===== config.mk =====
export PLATFORM = sky130hd
export DESIGN_NAME = aluTop
export DESIGN_NICKNAME = d
export VERILOG_FILES = /design/src/aluPkg.sv /design/src/aluOperandIf.sv /design/src/aluTop.sv /design/src/arithShiftUnit.sv /design/src/logicUnit.sv /design/src/operandSelect.sv /design/src/registerBank.sv /design/src/statusRegister.sv
export SDC_FILE = /design/constraint.sdc
export NUM_CORES = 1
export LEC_CHECK = 0
export ABC_AREA = 1
export BUFFER_PORTS_ARGS = -buffer_cell sky130_fd_sc_hd__buf_2
export CAP_MARGIN = 20
export CORE_UTILIZATION = 55
export CTS_CLUSTER_SIZE = 16
export DETAILED_ROUTE_END_ITERATION = 8
export MAX_ROUTING_LAYER = met4
export PLACE_DENSITY_LB_ADDON = 0.1
export SYNTH_ARGS = -nofsm -noshare
export SYNTH_HDL_FRONTEND = slang
export SYNTH_HIERARCHICAL = 1
export SYNTH_SLANG_ARGS = --single-unit

===== constraint.sdc =====
create_clock -name Clk -period 3.4 [get_ports Clk]
set_input_delay 0.17 -clock Clk [delete_from_list [all_inputs] [get_ports Clk]]
set_output_delay 0.17 -clock Clk [all_outputs]
set_load 0.1 [all_outputs]

===== src/aluPkg.sv =====
////////////////////////////////////////
// Shared widths, types and control codes of the 6502 execution ALU
// Modules import this for their field types and select encodings
////////////////////////////////////////

package aluPkg;

    // Byte-wide data path throughout
    localparam int DataWidth   = 8;
    // Operand and carry select fields are all two bits wide
    localparam int SelWidth    = 2;
    localparam int RegSelWidth = 3;
    localparam int CcSelWidth  = 4;
    localparam int FuWidth     = 4;

    typedef logic [DataWidth-1:0] data_t;

    // One-hot unit select, transfer in the top bit and add in the bottom bit
    typedef logic [FuWidth-1:0] fuSel_t;

    // Bit positions inside fuSel_t
    typedef enum logic [1:0] {
        FuAdd   = 2'd0,
        FuShift = 2'd1,
        FuLogic = 2'd2,
        FuXfr   = 2'd3
    } fuBit_e;

    // Logic unit operation; bit 0 also picks shift direction and adder subtract
    typedef enum logic [SelWidth-1:0] {
        LuClr = 2'd0,
        LuAnd = 2'd1,
        LuOr  = 2'd2,
        LuXor = 2'd3
    } luOp_e;

    // Names follow the adder/shifter table; the logic left operand reads M, K, P, A
    typedef enum logic [SelWidth-1:0] {
        QSelM = 2'd0,
        QSelX = 2'd1,
        QSelY = 2'd2,
        QSelA = 2'd3
    } qSel_e;

    typedef enum logic [SelWidth-1:0] {
        RSelM = 2'd0,
        RSelK = 2'd1,
        RSelP = 2'd2,
        RSelA = 2'd3
    } rSel_e;

    typedef enum logic [SelWidth-1:0] {
        CSelC    = 2'd0,
        CSelZero = 2'd1,
        CSelOne  = 2'd2,
        CSelQ7   = 2'd3
    } cSel_e;

    // Destination and output source; RegNone outputs zero and RegTmp writes nothing
    typedef enum logic [RegSelWidth-1:0] {
        RegNone = 3'd0,
        RegX    = 3'd1,
        RegY    = 3'd2,
        RegA    = 3'd3,
        RegTmp  = 3'd4,
        RegS    = 3'd5,
        RegP    = 3'd6,
        RegM    = 3'd7
    } regSel_e;

    // Low three bits pick the flag update, high bit turns the code into a branch test
    typedef enum logic [CcSelWidth-1:0] {
        CcPsw  = 4'd0,
        CcKeep1 = 4'd1,
        CcZ    = 4'd2,
        CcNVZ  = 4'd3,
        CcKeep4 = 4'd4,
        CcNZ   = 4'd5,
        CcNZC  = 4'd6,
        CcNVZC = 4'd7,
        CcBrCC = 4'd8,
        CcBrCS = 4'd9,
        CcBrNE = 4'd10,
        CcBrEQ = 4'd11,
        CcBrVC = 4'd12,
        CcBrVS = 4'd13,
        CcBrPL = 4'd14,
        CcBrMI = 4'd15
    } ccSel_e;

    // Flag positions in P, bit 5 is unnamed and always reads 1
    typedef enum logic [2:0] {
        PswC = 3'd0,
        PswZ = 3'd1,
        PswI = 3'd2,
        PswD = 3'd3,
        PswB = 3'd4,
        PswV = 3'd6,
        PswN = 3'd7
    } pswBit_e;

    // Bits 5 and 4 set, interrupts masked
    localparam data_t PswReset = 8'h34;

endpackage


===== src/aluOperandIf.sv =====
////////////////////////////////////////
// Operand bus from the select muxes to the function units
// Purely combinational, no handshake
////////////////////////////////////////

`timescale 1ns/1ps

interface aluOperandIf;

    import aluPkg::*;

    // Adder and shifter left operand
    data_t q;
    // Right operand shared by logic unit and adder
    data_t r;
    // Logic unit left operand
    data_t l;
    // Carry into adder and shifter
    logic  ci;
    // Operation code, bit 0 doubles as direction and subtract select
    luOp_e op;

    modport source (
        output q,
        output r,
        output l,
        output ci,
        output op
    );

    modport sink (
        input q,
        input r,
        input l,
        input ci,
        input op
    );

endinterface


===== src/aluTop.sv =====
////////////////////////////////////////
// Top level of the execution ALU, plain ports toward the core
// Control fields come from the decoder and microprogram ROMs
////////////////////////////////////////

`timescale 1ns/1ps

module aluTop (
    input  logic            Clk,
    input  logic            rst,
    input  logic            Rdy,
    input  logic            En,
    input  aluPkg::fuSel_t  fuSel,
    input  aluPkg::luOp_e   Op,
    input  aluPkg::qSel_e   QSel,
    input  aluPkg::rSel_e   RSel,
    input  aluPkg::cSel_e   CSel,
    input  aluPkg::regSel_e WSel,
    input  aluPkg::regSel_e OSel,
    input  aluPkg::ccSel_e  CCSel,
    input  aluPkg::data_t   K,
    input  aluPkg::data_t   M,
    input  aluPkg::data_t   S,
    output aluPkg::data_t   DO,
    output logic            Val,
    output logic            CCOut,
    output logic            SelS,
    output aluPkg::data_t   A,
    output aluPkg::data_t   X,
    output aluPkg::data_t   Y,
    output aluPkg::data_t   P
);

    import aluPkg::*;

    // Unit enables from the one-hot select
    wire luEn    = En & fuSel[FuLogic];
    wire shiftEn = En & fuSel[FuShift];
    wire addEn   = En & fuSel[FuAdd];

    data_t luResult;
    data_t asResult;
    logic  luZero;
    logic  carryOut;
    logic  overflow;
    logic  selP;

    aluOperandIf opndBus ();

    operandSelect operandMux (
        .QSel(QSel), .RSel(RSel), .CSel(CSel), .Op(Op),
        .M(M), .K(K), .A(A), .X(X), .Y(Y), .P(P),
        .opnd(opndBus.source)
    );

    logicUnit logicU (
        .En(luEn), .opnd(opndBus.sink), .result(luResult), .luZero(luZero)
    );

    arithShiftUnit arithU (
        .shiftEn(shiftEn), .addEn(addEn), .opnd(opndBus.sink),
        .result(asResult), .carryOut(carryOut), .overflow(overflow)
    );

    // DO is the combined result bus itself
    registerBank regs (
        .Clk(Clk), .rst(rst), .Rdy(Rdy), .En(En), .fuSel(fuSel),
        .WSel(WSel), .OSel(OSel), .luResult(luResult), .asResult(asResult),
        .M(M), .S(S), .P(P), .aluResult(DO), .Val(Val), .SelS(SelS),
        .selP(selP), .A(A), .X(X), .Y(Y)
    );

    statusRegister psw (
        .Clk(Clk), .rst(rst), .Rdy(Rdy), .Val(Val), .selP(selP), .luEn(luEn),
        .CCSel(CCSel), .aluResult(DO), .M(M), .carryOut(carryOut),
        .overflow(overflow), .luZero(luZero), .P(P), .CCOut(CCOut)
    );

endmodule


===== src/arithShiftUnit.sv =====
////////////////////////////////////////
// Shift/rotate unit and binary adder
// Both share Q and the carry in, results are OR'ed under their enables
////////////////////////////////////////

`timescale 1ns/1ps

module arithShiftUnit (
    input  logic          shiftEn,
    input  logic          addEn,
    aluOperandIf.sink     opnd,
    output aluPkg::data_t result,
    output logic          carryOut,
    output logic          overflow
);

    import aluPkg::*;

    ////////////////////////////////////////
    // Shifter
    ////////////////////////////////////////

    data_t shiftValue;
    logic  shiftCarry;

    // Op bit 0 clear shifts left, set shifts right
    // ROL/ROR against ASL/LSR is only a matter of the carry select
    always_comb
    begin
        if (opnd.op[0])
        begin
            shiftValue = {opnd.ci, opnd.q[DataWidth-1:1]};
            shiftCarry = opnd.q[0];
        end
        else
        begin
            shiftValue = {opnd.q[DataWidth-2:0], opnd.ci};
            shiftCarry = opnd.q[DataWidth-1];
        end
    end

    ////////////////////////////////////////
    // Adder
    ////////////////////////////////////////

    data_t                rOperand;
    logic  [DataWidth:0]  sum;
    logic                 addOverflow;

    // Subtraction by one's complement of R, the carry in supplies the +1
    assign rOperand = opnd.op[0] ? ~opnd.r : opnd.r;

    assign sum = {1'b0, opnd.q} + {1'b0, rOperand} + (DataWidth+1)'(opnd.ci);

    // Signed overflow when both inputs agree in sign and the sum does not
    assign addOverflow = (opnd.q[DataWidth-1] == rOperand[DataWidth-1])
                       & (sum[DataWidth-1] != opnd.q[DataWidth-1]);

    ////////////////////////////////////////
    // Gated outputs
    ////////////////////////////////////////

    assign result = (shiftEn ? shiftValue : '0) | (addEn ? sum[DataWidth-1:0] : '0);

    // Carry from whichever unit is on, zero when neither is
    assign carryOut = (shiftEn & shiftCarry) | (addEn & sum[DataWidth]);

    // Shifts never flag overflow
    assign overflow = addEn & addOverflow;

endmodule


===== src/logicUnit.sv =====
////////////////////////////////////////
// Bit-wise logic unit with masked zero detect
// Serves AND/ORA/EOR, BIT, TRB/TSB, RMB/SMB and the flag set/clear ops
////////////////////////////////////////

`timescale 1ns/1ps

module logicUnit (
    input  logic          En,
    aluOperandIf.sink     opnd,
    output aluPkg::data_t result,
    output logic          luZero
);

    import aluPkg::*;

    data_t luValue;

    // CLR gives ~L & R, which clears the bits of R that the mask in L selects
    always_comb
    begin
        case (opnd.op)
            LuClr: luValue = ~opnd.l & opnd.r;
            LuAnd: luValue = opnd.l & opnd.r;
            LuOr: luValue = opnd.l | opnd.r;
            default: luValue = opnd.l ^ opnd.r;
        endcase
    end

    // Disabled unit contributes zero to the OR'ed result bus
    assign result = En ? luValue : '0;

    // Zero test of L and R for BIT, TRB/TSB and the bit branches
    // It ignores the operation so TRB still reports the tested bits
    assign luZero = ~|(opnd.l & opnd.r);

endmodule


===== src/operandSelect.sv =====
////////////////////////////////////////
// Operand multiplexers for the logic, shift and add units
// One Q select drives two left operand muxes with different tables
////////////////////////////////////////

`timescale 1ns/1ps

module operandSelect (
    input  aluPkg::qSel_e QSel,
    input  aluPkg::rSel_e RSel,
    input  aluPkg::cSel_e CSel,
    input  aluPkg::luOp_e Op,
    input  aluPkg::data_t M,
    input  aluPkg::data_t K,
    input  aluPkg::data_t A,
    input  aluPkg::data_t X,
    input  aluPkg::data_t Y,
    input  aluPkg::data_t P,
    aluOperandIf.source   opnd
);

    import aluPkg::*;

    // Operation code passes straight to the units
    assign opnd.op = Op;

    // Logic left operand uses the M, K, P, A table
    always_comb
    begin
        case (QSel)
            QSelM: opnd.l = M;
            QSelX: opnd.l = K;
            QSelY: opnd.l = P;
            default: opnd.l = A;
        endcase
    end

    // Adder and shifter left operand uses the M, X, Y, A table
    always_comb
    begin
        case (QSel)
            QSelM: opnd.q = M;
            QSelX: opnd.q = X;
            QSelY: opnd.q = Y;
            default: opnd.q = A;
        endcase
    end

    // K on the right lets INC/DEC step by any amount and masks reach memory or P
    always_comb
    begin
        case (RSel)
            RSelM: opnd.r = M;
            RSelK: opnd.r = K;
            RSelP: opnd.r = P;
            default: opnd.r = A;
        endcase
    end

    // Carry in, Q bit 7 gives an arithmetic right shift
    always_comb
    begin
        case (CSel)
            CSelC: opnd.ci = P[PswC];
            CSelZero: opnd.ci = 1'b0;
            CSelOne: opnd.ci = 1'b1;
            default: opnd.ci = opnd.q[DataWidth-1];
        endcase
    end

endmodule


===== src/registerBank.sv =====
////////////////////////////////////////
// Result bus, transfer mux, write decode and the A, X, Y registers
// Registers load from the result bus when Val and Rdy are both high
////////////////////////////////////////

`timescale 1ns/1ps

module registerBank (
    input  logic            Clk,
    input  logic            rst,
    input  logic            Rdy,
    input  logic            En,
    input  aluPkg::fuSel_t  fuSel,
    input  aluPkg::regSel_e WSel,
    input  aluPkg::regSel_e OSel,
    input  aluPkg::data_t   luResult,
    input  aluPkg::data_t   asResult,
    input  aluPkg::data_t   M,
    input  aluPkg::data_t   S,
    input  aluPkg::data_t   P,
    output aluPkg::data_t   aluResult,
    output logic            Val,
    output logic            SelS,
    output logic            selP,
    output aluPkg::data_t   A,
    output aluPkg::data_t   X,
    output aluPkg::data_t   Y
);

    import aluPkg::*;

    logic  xfrEn;
    data_t xfrValue;
    logic  selA;
    logic  selX;
    logic  selY;
    logic  writeEn;

    ////////////////////////////////////////
    // Load/store/transfer mux
    ////////////////////////////////////////

    assign xfrEn = En & fuSel[FuXfr];

    // Code 0 stores zero (STZ), code 4 has no source and also reads zero
    always_comb
    begin
        case (OSel)
            RegX: xfrValue = X;
            RegY: xfrValue = Y;
            RegA: xfrValue = A;
            RegS: xfrValue = S;
            RegP: xfrValue = P;
            RegM: xfrValue = M;
            default: xfrValue = '0;
        endcase
    end

    // Only one unit is enabled at a time, the others give zero
    assign aluResult = (xfrEn ? xfrValue : '0) | luResult | asResult;

    // No unit selected is a NOP and counts as valid at once
    assign Val = ~|fuSel | (En & |fuSel);

    ////////////////////////////////////////
    // Destination decode
    ////////////////////////////////////////

    assign selX = (WSel == RegX);
    assign selY = (WSel == RegY);
    assign selA = (WSel == RegA);
    // S lives in the address generator, which does its own write
    assign SelS = (WSel == RegS);
    assign selP = (WSel == RegP);

    assign writeEn = Val & Rdy;

    ////////////////////////////////////////
    // A, X and Y
    ////////////////////////////////////////

    always_ff @(posedge Clk)
    begin
        if (rst)
        begin
            A <= '0;
            X <= '0;
            Y <= '0;
        end
        else if (writeEn)
        begin
            if (selA)
                A <= aluResult;
            if (selX)
                X <= aluResult;
            if (selY)
                Y <= aluResult;
        end
    end

endmodule


===== src/statusRegister.sv =====
////////////////////////////////////////
// Processor status P with the condition-code update rules
// Also registers the branch condition test into CCOut
////////////////////////////////////////

`timescale 1ns/1ps

module statusRegister (
    input  logic           Clk,
    input  logic           rst,
    input  logic           Rdy,
    input  logic           Val,
    input  logic           selP,
    input  logic           luEn,
    input  aluPkg::ccSel_e CCSel,
    input  aluPkg::data_t  aluResult,
    input  aluPkg::data_t  M,
    input  logic           carryOut,
    input  logic           overflow,
    input  logic           luZero,
    output aluPkg::data_t  P,
    output logic           CCOut
);

    import aluPkg::*;

    logic   nFlag;
    logic   vFlag;
    logic   dFlag;
    logic   iFlag;
    logic   zFlag;
    logic   cFlag;
    ccSel_e update;
    logic   equal;

    // Branch codes carry the same low-bit update as the plain codes
    assign update = ccSel_e'({1'b0, CCSel[2:0]});

    ////////////////////////////////////////
    // Flag registers
    ////////////////////////////////////////

    always_ff @(posedge Clk)
    begin
        if (rst)
        begin
            nFlag <= PswReset[PswN];
            vFlag <= PswReset[PswV];
            dFlag <= PswReset[PswD];
            iFlag <= PswReset[PswI];
            zFlag <= PswReset[PswZ];
            cFlag <= PswReset[PswC];
        end
        else if (Val & Rdy)
        begin
            case (update)
                // PLP and the flag set/clear ops write P as a whole
                CcPsw:
                begin
                    if (selP)
                    begin
                        nFlag <= aluResult[PswN];
                        vFlag <= aluResult[PswV];
                        dFlag <= aluResult[PswD];
                        iFlag <= aluResult[PswI];
                        zFlag <= aluResult[PswZ];
                        cFlag <= aluResult[PswC];
                    end
                end
                // BIT #imm, TRB and TSB
                CcZ: zFlag <= luZero;
                // BIT on memory copies the top two operand bits
                CcNVZ:
                begin
                    nFlag <= M[7];
                    vFlag <= M[6];
                    zFlag <= luZero;
                end
                CcNZ:
                begin
                    nFlag <= aluResult[DataWidth-1];
                    zFlag <= ~|aluResult;
                end
                CcNZC:
                begin
                    nFlag <= aluResult[DataWidth-1];
                    zFlag <= ~|aluResult;
                    cFlag <= carryOut;
                end
                CcNVZC:
                begin
                    nFlag <= aluResult[DataWidth-1];
                    vFlag <= overflow;
                    zFlag <= ~|aluResult;
                    cFlag <= carryOut;
                end
                default: ;
            endcase
        end
    end

    // B and bit 5 have no storage and read as one
    always_comb
    begin
        P       = '1;
        P[PswN] = nFlag;
        P[PswV] = vFlag;
        P[PswB] = 1'b1;
        P[PswD] = dFlag;
        P[PswI] = iFlag;
        P[PswZ] = zFlag;
        P[PswC] = cFlag;
    end

    ////////////////////////////////////////
    // Branch condition
    ////////////////////////////////////////

    // BBR/BBS test the masked bit directly while the logic unit runs
    assign equal = luEn ? luZero : zFlag;

    always_ff @(posedge Clk)
    begin
        if (rst)
            CCOut <= 1'b1;
        else if (Rdy)
        begin
            case (CCSel)
                CcBrCC: CCOut <= ~cFlag;
                CcBrCS: CCOut <= cFlag;
                CcBrNE: CCOut <= ~equal;
                CcBrEQ: CCOut <= equal;
                CcBrVC: CCOut <= ~vFlag;
                CcBrVS: CCOut <= vFlag;
                CcBrPL: CCOut <= ~nFlag;
                CcBrMI: CCOut <= nFlag;
                default: CCOut <= 1'b1;
            endcase
        end
    end

endmodule

==> results of run 1 <==
==> kinds of logic after synthesis <==
logic type / synth area share (%)
adder cells (fa/ha/maj): 9.58
flip-flops: 13.9
AND/OR/NAND/NOR: 49.3
buffers and inverters: 16.6
other: 0.0840
AO/OA/AOI/OAI: 8.77
XOR/XNOR: 1.77
==> power by group through the flow <==
stage / Sequential [uW] / Combinational [uW] / Clock, uW
final: 391 / 808 / 285
after global routing: 392 / 874 / 300
after CTS: 390 / 784 / 288
after detailed placement: 399 / 781 / 0
after global placement: 399 / 770 / 0
after floorplan: 447 / 546 / 0
==> Yosys cell counts (2+ instances only) <==
cell type / instances / area (um2)
inv_4: 2 / 12.5
ha_1: 31 / 388
clkbuf_1: 2 / 7.51
buf_4: 13 / 97.6
a21oi_1: 29 / 145
nor2_8: 2 / 40.0
fa_1: 2 / 40.0
nand4_1: 63 / 394
nand4_2: 5 / 62.6
dfxtp_1: 31 / 621
inv_2: 8 / 30.0
nor2_4: 3 / 33.8
o211ai_1: 3 / 22.5
nor2_2: 6 / 37.5
a21oi_2: 2 / 17.5
buf_6: 9 / 101
nor2_1: 69 / 259
xnor2_1: 2 / 17.5
nand2_1: 250 / 938
buf_2: 7 / 35.0
o21ai_0: 28 / 140
nand2_2: 16 / 100
o21ai_1: 2 / 10.0
nand3_1: 57 / 285
nand2_4: 4 / 45.0
xor2_1: 7 / 61.3
clkinv_1: 3 / 11.3
inv_1: 113 / 424
o22ai_1: 3 / 18.8
==> final cells by class <==
cell class / count / share of cell area [%]
Clock buffer: 6 / 1.43
Multi-Input combinational cell: 591 / 62.1
Clock inverter: 2 / 0.247
Timing Repair Buffer: 107 / 11.8
Inverter: 126 / 9.43
Sequential cell: 31 / 12.5
Tap cell: 102 / 2.52
==> routing by layer <==
metal  vias up  GRT usage [%]  share of wire [%]
met1      2441           51.9                 42
met4         0           15.1                3.8
li1       2648              -                  -
met2       325           60.6                 43
met3        53           6.55                 11
met5         -              -                  0
==> worst paths after layout <==
path	cells past startpoint	from	end
worst max-delay path	15	regs/A[7]	DO[4]
worst min-delay path	3	Rdy	psw/CCOut
worst max register to register	21	regs/A[7]	psw/zFlag
worst min register to register	2	psw/CCOut	psw/CCOut
==> sequential cells by signal (all words and copies together) (netlist names) <==
name / flops
psw/CCOut: 1
psw/cFlag: 1
psw/dFlag: 1
psw/iFlag: 1
psw/nFlag: 1
psw/vFlag: 1
psw/zFlag: 1
regs/A: 8
regs/X: 8
regs/Y: 8
==> worst min-delay path, cell delays in order <==
cell and delay, ns:
buf_2 0.11, nand2_1 0.05, nand2_1 0.05
==> per-stage QoR <==
stage          hold WS (ns)  cell area [um2]
2_1_floorplan         0.232             4500
3_3_place_gp          0.402             4940
3_5_place_dp          0.420             4940
4_1_cts               0.126             5030
5_1_grt               0.164             5070
6_report              0.133             5070
==> cell usage in the layout, fill, tap and decap left out, types with 12 or more instances in the layout <==
cell type,n
nor2_1,67
dfxtp_2,12
dfxtp_1,19
ha_1,31
inv_1,113
buf_2,88
nand4_1,63
nand3_1,57
nand2_2,23
nand2_1,243
a21oi_1,29
buf_4,16
o21ai_0,28
==> timing repair <==
item	4_1_cts	5_1_grt
setup endpoints to repair	0	3
buffers inserted	0	2
hold buffers	0	0
resized for setup	0	6
==> results.py, run 1 <==
metrics = {
    "power_and_ir_drop": {
        "sw_frac_of_total_pct": 51.5,
        "leakagePower_uw": 0.00289,
        "pwr-share-comb_pct": 54.4,
        "p_total_uw": 1480,
        "clock_power_share_pct": 19.2,
        "pwr-share-seq_pct": 26.4,
        "vdd_ir_drop_max_mv": 0.295,
        "pwr_density_cell_nw_per_um2": 293,
        "power_switching_uw": 764,
        "intPower_uw": 720,
    },
    "placed_design": {
        "io_buffers": 90,
        "hpwl_mm": 12.8,
        "pre_cts_slack_ns": 0.171,
        "dpl.cell_count": 955,
        "gp_congestion": 0.976,
    },
    "floorplanning": {
        "die_area_um2": 8480,
        "start_util_pct": 57.2,
        "rows": 32,
        "io_pins": 93,
        "fp.dieH_um": 92.1,
        "die_w_um": 92.1,
        "core_um2": 7810,
    },
    "worst_setup_path": {
        "endpoint_kind": "output port",
        "r2r_slack_ns": 0.25,
        "crit_fanout": 5,
        "critPathArrivalTime_ns": 3.05,
        "critPathTopFamily": "simple AND/OR/NAND/NOR gates",
        "start_kind": "flip-flop",
        "worst-path-buf-inv": 3,
        "criticalPathCategory": "reg -> out",
        "cp.required_ns": 3.23,
        "path_cells": "nand3_1, nand4_1, nand2_1, nand2_1, inv_1, fa_1, inv_1, fa_1, nand2_1, nand3_1, nor2_1, o22ai_1, nor2_2, nand2_2, clkbuf_4",
        "cp_slowest_cell": "fa_1",
        "cpMostUsedCell": "nand2_1",
        "cpPeakStageDelay_ns": 0.43,
    },
    "flow_run": {
        "max-cap-violations": 0,
    },
    "final_layout": {
        "regArea_um2": 636,
        "multi_input_area_um2": 3140,
        "num_antenna_cells": 0,
        "final_util_pct": 64.9,
        "nets": 945,
        "finalNonFillerCells": 965,
        "fill_cells": 802,
        "drive_gt1_share_pct": 21.4,
        "areaGrowthSynthToFinish_pct": 13.4,
    },
    "drt": {
        "drtAntennaViolNets": 0,
        "drc_errors": 0,
        "vias": 5467,
        "wirelength_mm": 16.1,
        "via_per_inst": 5.67,
        "post_drt_wl_per_cell_um": 16.6,
        "drt_iter0_markers": 612,
        "firstDrtPassIters": 5,
    },
    "yosys": {
        "syn_area_per_cell_um2": 5.73,
        "ys.warnings.count": 6,
        "syn_inst": 779,
        "ys_seq_area_share_pct": 13.9,
        "synth-seq-cells": 31,
        "synth-edff-count": 0,
        "synthFlopType": "dfxtp_1",
        "synth_async_sr_flop_share_pct": 0,
        "synth_cell_types": 36,
        "netlist_area_um2": 4470,
    },
    "cts": {
        "cts_htree_levels": 2,
        "cts_num_sinks": 31,
        "cts_tree": "yes",
        "cts_buffer_depth": 2,
        "clkSlewWorstSetupHoldPaths_ns": 0.06,
        "cts_buffers": 5,
        "insertion_delay_ns": 0.28,
        "clock-root-buffer": "clkbuf_8",
    },
    "timing": {
        "fin_crit_sh_pct": 94.7,
        "hold_viol_final": 0,
        "fmax_mhz": 311,
        "setup_violations": 0,
        "tightestPinTransition_ns": 0.588,
        "rsz0062_at_grt": "no",
        "clock_skew_ns": 0.00522,
        "slew_headroom_pct": 60.7,
        "setup-tns-final_ns": 0,
        "fin_ws_ns": 0.181,
        "period_needed_ns": 3.22,
        "slew_viol_final": 0,
    },
    "global_route": {
        "grt_overflow": 0,
        "antenna_found_initial": 0,
        "grt_start_max_net_pins": 32,
        "grt_pass1_vias": 5065,
        "grt_usage_pct": 39.5,
        "grt_pass1_wl_mm": 25.5,
    },
    "outcome": {
        "outcome": "finished, final reports clean",
    },
    "hold_path": {
        "min_path_type": "in -> reg",
    },
}
(Power assumes the default switching activity.)
==> run 2: changes to the inputs <==
Settings changed: ABC_AREA 1 to default.
==> run 2 against run 1 <==
Compared with the run above:
- the run now ends with setup timing left
- setup slack got worse by 0.37 ns
- cell count fell by 25%
- die area fell by 7.5%
- first-iteration DRC count down 42%
- highest routed layer unchanged
- largest power group unchanged
- total power rose by 10%
- sequential cell count stayed put
- via count shrank 18%
- clock power grew 25%
- critical path type unchanged
- non-clock buffer count grew 75
==> results.py, run 2 <==
metrics = {
    "power_and_ir_drop": {
        "pwr_density_cell_nw_per_um2": 295,
        "vdd_ir_drop_max_mv": 0.335,
        "leakagePower_uw": 0.00251,
    },
    "global_route": {
        "grt_start_max_net_pins": 41,
        "grt_pass1_vias": 4110,
        "grt_overflow": 0,
        "antenna_found_initial": 0,
        "grt_pass1_wl_mm": 21.7,
        "grt_usage_pct": 38.6,
    },
    "worst_setup_path": {
        "endpoint_kind": "output port",
        "cp.required_ns": 3.23,
        "criticalPathCategory": "reg -> out",
        "critPathArrivalTime_ns": 3.42,
        "start_kind": "flip-flop",
        "reg2regPathDepth": 20,
        "crit_fanout": 2,
    },
    "placed_design": {
        "io_buffers": 90,
        "pre_cts_slack_ns": -0.304,
        "gp_congestion": 0.990,
        "dpl.cell_count": 715,
        "hpwl_mm": 11.9,
    },
    "timing": {
        "hold_viol_final": 0,
        "setup_violations": 7,
        "slew_viol_final": 0,
        "tightestPinTransition_ns": 0.824,
        "clock_skew_ns": 0.00570,
        "fin_crit_sh_pct": 106,
        "fmax_mhz": 278,
        "fin_ws_ns": -0.191,
        "rsz0062_at_grt": "yes",
        "slew_headroom_pct": 44.8,
        "period_needed_ns": 3.59,
        "setup-tns-final_ns": -0.586,
    },
    "cts": {
        "clock-root-buffer": "clkbuf_8",
        "cts_buffers": 5,
        "cts_htree_levels": 2,
        "clkSlewWorstSetupHoldPaths_ns": 0.07,
        "cts_buffer_depth": 2,
        "insertion_delay_ns": 0.29,
        "cts_tree": "yes",
        "cts_num_sinks": 31,
    },
    "yosys": {
        "synth_top_area_share_pct": 15.1,
        "synth_top_area_cell": "dfxtp_1",
        "synth_common_cells": "nand2_1, nor2_1, o21ai_0",
        "syn_inst": 477,
        "synth-seq-cells": 31,
        "synth-edff-count": 0,
        "synth_cell_types": 63,
        "ys.warnings.count": 6,
        "synth.area.top_cells": "dfxtp_1, mux4_2, ha_1",
        "ys_seq_area_share_pct": 15.1,
        "synth.most_common_cell": "nand2_1",
        "synthFlopType": "dfxtp_1",
        "synth_async_sr_flop_share_pct": 0,
        "netlist_area_um2": 4120,
        "syn_area_per_cell_um2": 8.64,
    },
    "drt": {
        "firstDrtPassIters": 5,
        "via_per_inst": 6.13,
        "drtAntennaViolNets": 0,
        "wirelength_mm": 14.7,
        "drt_iter0_markers": 355,
        "vias": 4465,
        "drc_errors": 0,
        "post_drt_wl_per_cell_um": 20.2,
    },
    "final_layout": {
        "areaGrowthSynthToFinish_pct": 34.4,
        "final_common_cell": "buf_4",
        "num_antenna_cells": 0,
        "final_util_pct": 76.3,
        "finalNonFillerCells": 728,
        "fill_cells": 555,
        "drive_gt1_share_pct": 45.6,
        "top_regs": "regs/A (8), regs/X (8), regs/Y (8)",
        "layout_common_cells": "buf_4, buf_2, nand2_1",
        "nets": 711,
    },
    "floorplanning": {
        "rows": 31,
        "die_w_um": 88.6,
        "fp.dieH_um": 88.6,
        "io_pins": 93,
        "start_util_pct": 56.8,
        "die_area_um2": 7840,
        "core_um2": 7250,
    },
    "outcome": {
        "violations": "setup timing",
        "outcome": "finished, violations left",
    },
    "flow_run": {
        "max-cap-violations": 0,
    },
    "hold_path": {
        "worstHoldPathCells": 2,
        "min_path_type": "in -> reg",
    },
}
-- run 2: changes by cell type after synthesis, moves of 13 or more --
cell	change
inv_1	-87
nand3_1	-55
mux4_2	+19
mux2i_1	+31
nand2_1	-199
nand2_2	-13
o22ai_1	+13
a21oi_1	-15
nand4_1	-63
o211ai_1	+21
nand3b_1	+24
nor2_1	-35
-- run 2: power breakdown --
group          total, uW  switching [uW]  internal (uW)
Combinational        907             549            358
Sequential           373            6.91            366
Clock                355             147            208
-- run 2: area by class of cell --
cell class	instances	area, um2	share of cell area (%)
Inverter	27	101	1.83
Multi-Input combinational cell	381	3300	59.6
Timing Repair Buffer	182	1230	22.3
Clock buffer	7	108	1.94
Clock inverter	1	5.00	0.0904
Tap cell	99	124	2.24
Sequential cell	31	667	12.0
-- run 2: repair_timing --
action / CTS / global route
pin swaps: 5 / 5
setup endpoints to repair: 7 / 10
setup buffers: 3 / 2
hold buffers: 0 / 0
gates resized for setup: 11 / 14
hold endpoints to repair: 0 / 0
-- run 2: metrics by stage --
stage | total power (uW) | area, um2 | hold slack [ns]
after floorplan | 941 | 4260 | 0.319
after global placement | 1210 | 5300 | 0.470
after detailed placement | 1230 | 5300 | 0.478
after CTS | 1600 | 5470 | 0.185
after global routing | 1700 | 5540 | 0.194
final | 1640 | 5540 | 0.185
-- run 2: worst paths after layout --
kind | from | endpoint | slack, ns
worst max-delay path | regs/X[7] | DO[6] | -0.19
worst min-delay path | Rdy | psw/CCOut | 0.19
worst max register to register | regs/X[7] | psw/vFlag | -0.17
worst min register to register | psw/CCOut | psw/CCOut | 0.50
-- run 2: logic make-up after synthesis --
group / count (synthesis) / share of synthesized area (%)
fa+ha+maj: 33 / 10.4
simple gates: 147 / 18.8
xor+xnor: 11 / 2.34
compound gates: 123 / 21.1
flops: 31 / 15.1
mux: 65 / 23.9
buf+inv: 66 / 8.26
other cells: 1 / 0.0910
-- run 2: critical path, cell delays in order, from the launching register on --
cell      delay, ns
dfxtp_4        0.35
mux4_2         0.47
o22a_1         0.24
inv_2          0.09
fa_2           0.22
inv_2          0.04
fa_2           0.35
buf_6          0.14
a211oi_4       0.22
o21bai_2       0.11
buf_4          0.14
o211ai_1       0.17
nor2_1         0.07
buf_4          0.16
o21ai_4        0.07
buf_6          0.13
buf_12         0.16
-- run 2: per-layer routing --
layer / global-route usage (%) / part of all wire, % / vias to the layer above
li1: - / - / 2066
met3: 3.82 / 6.8 / 58
met5: - / 0 / -
met4: 15.2 / 3.9 / 0
met2: 63.5 / 47 / 214
met1: 49.0 / 42 / 2127
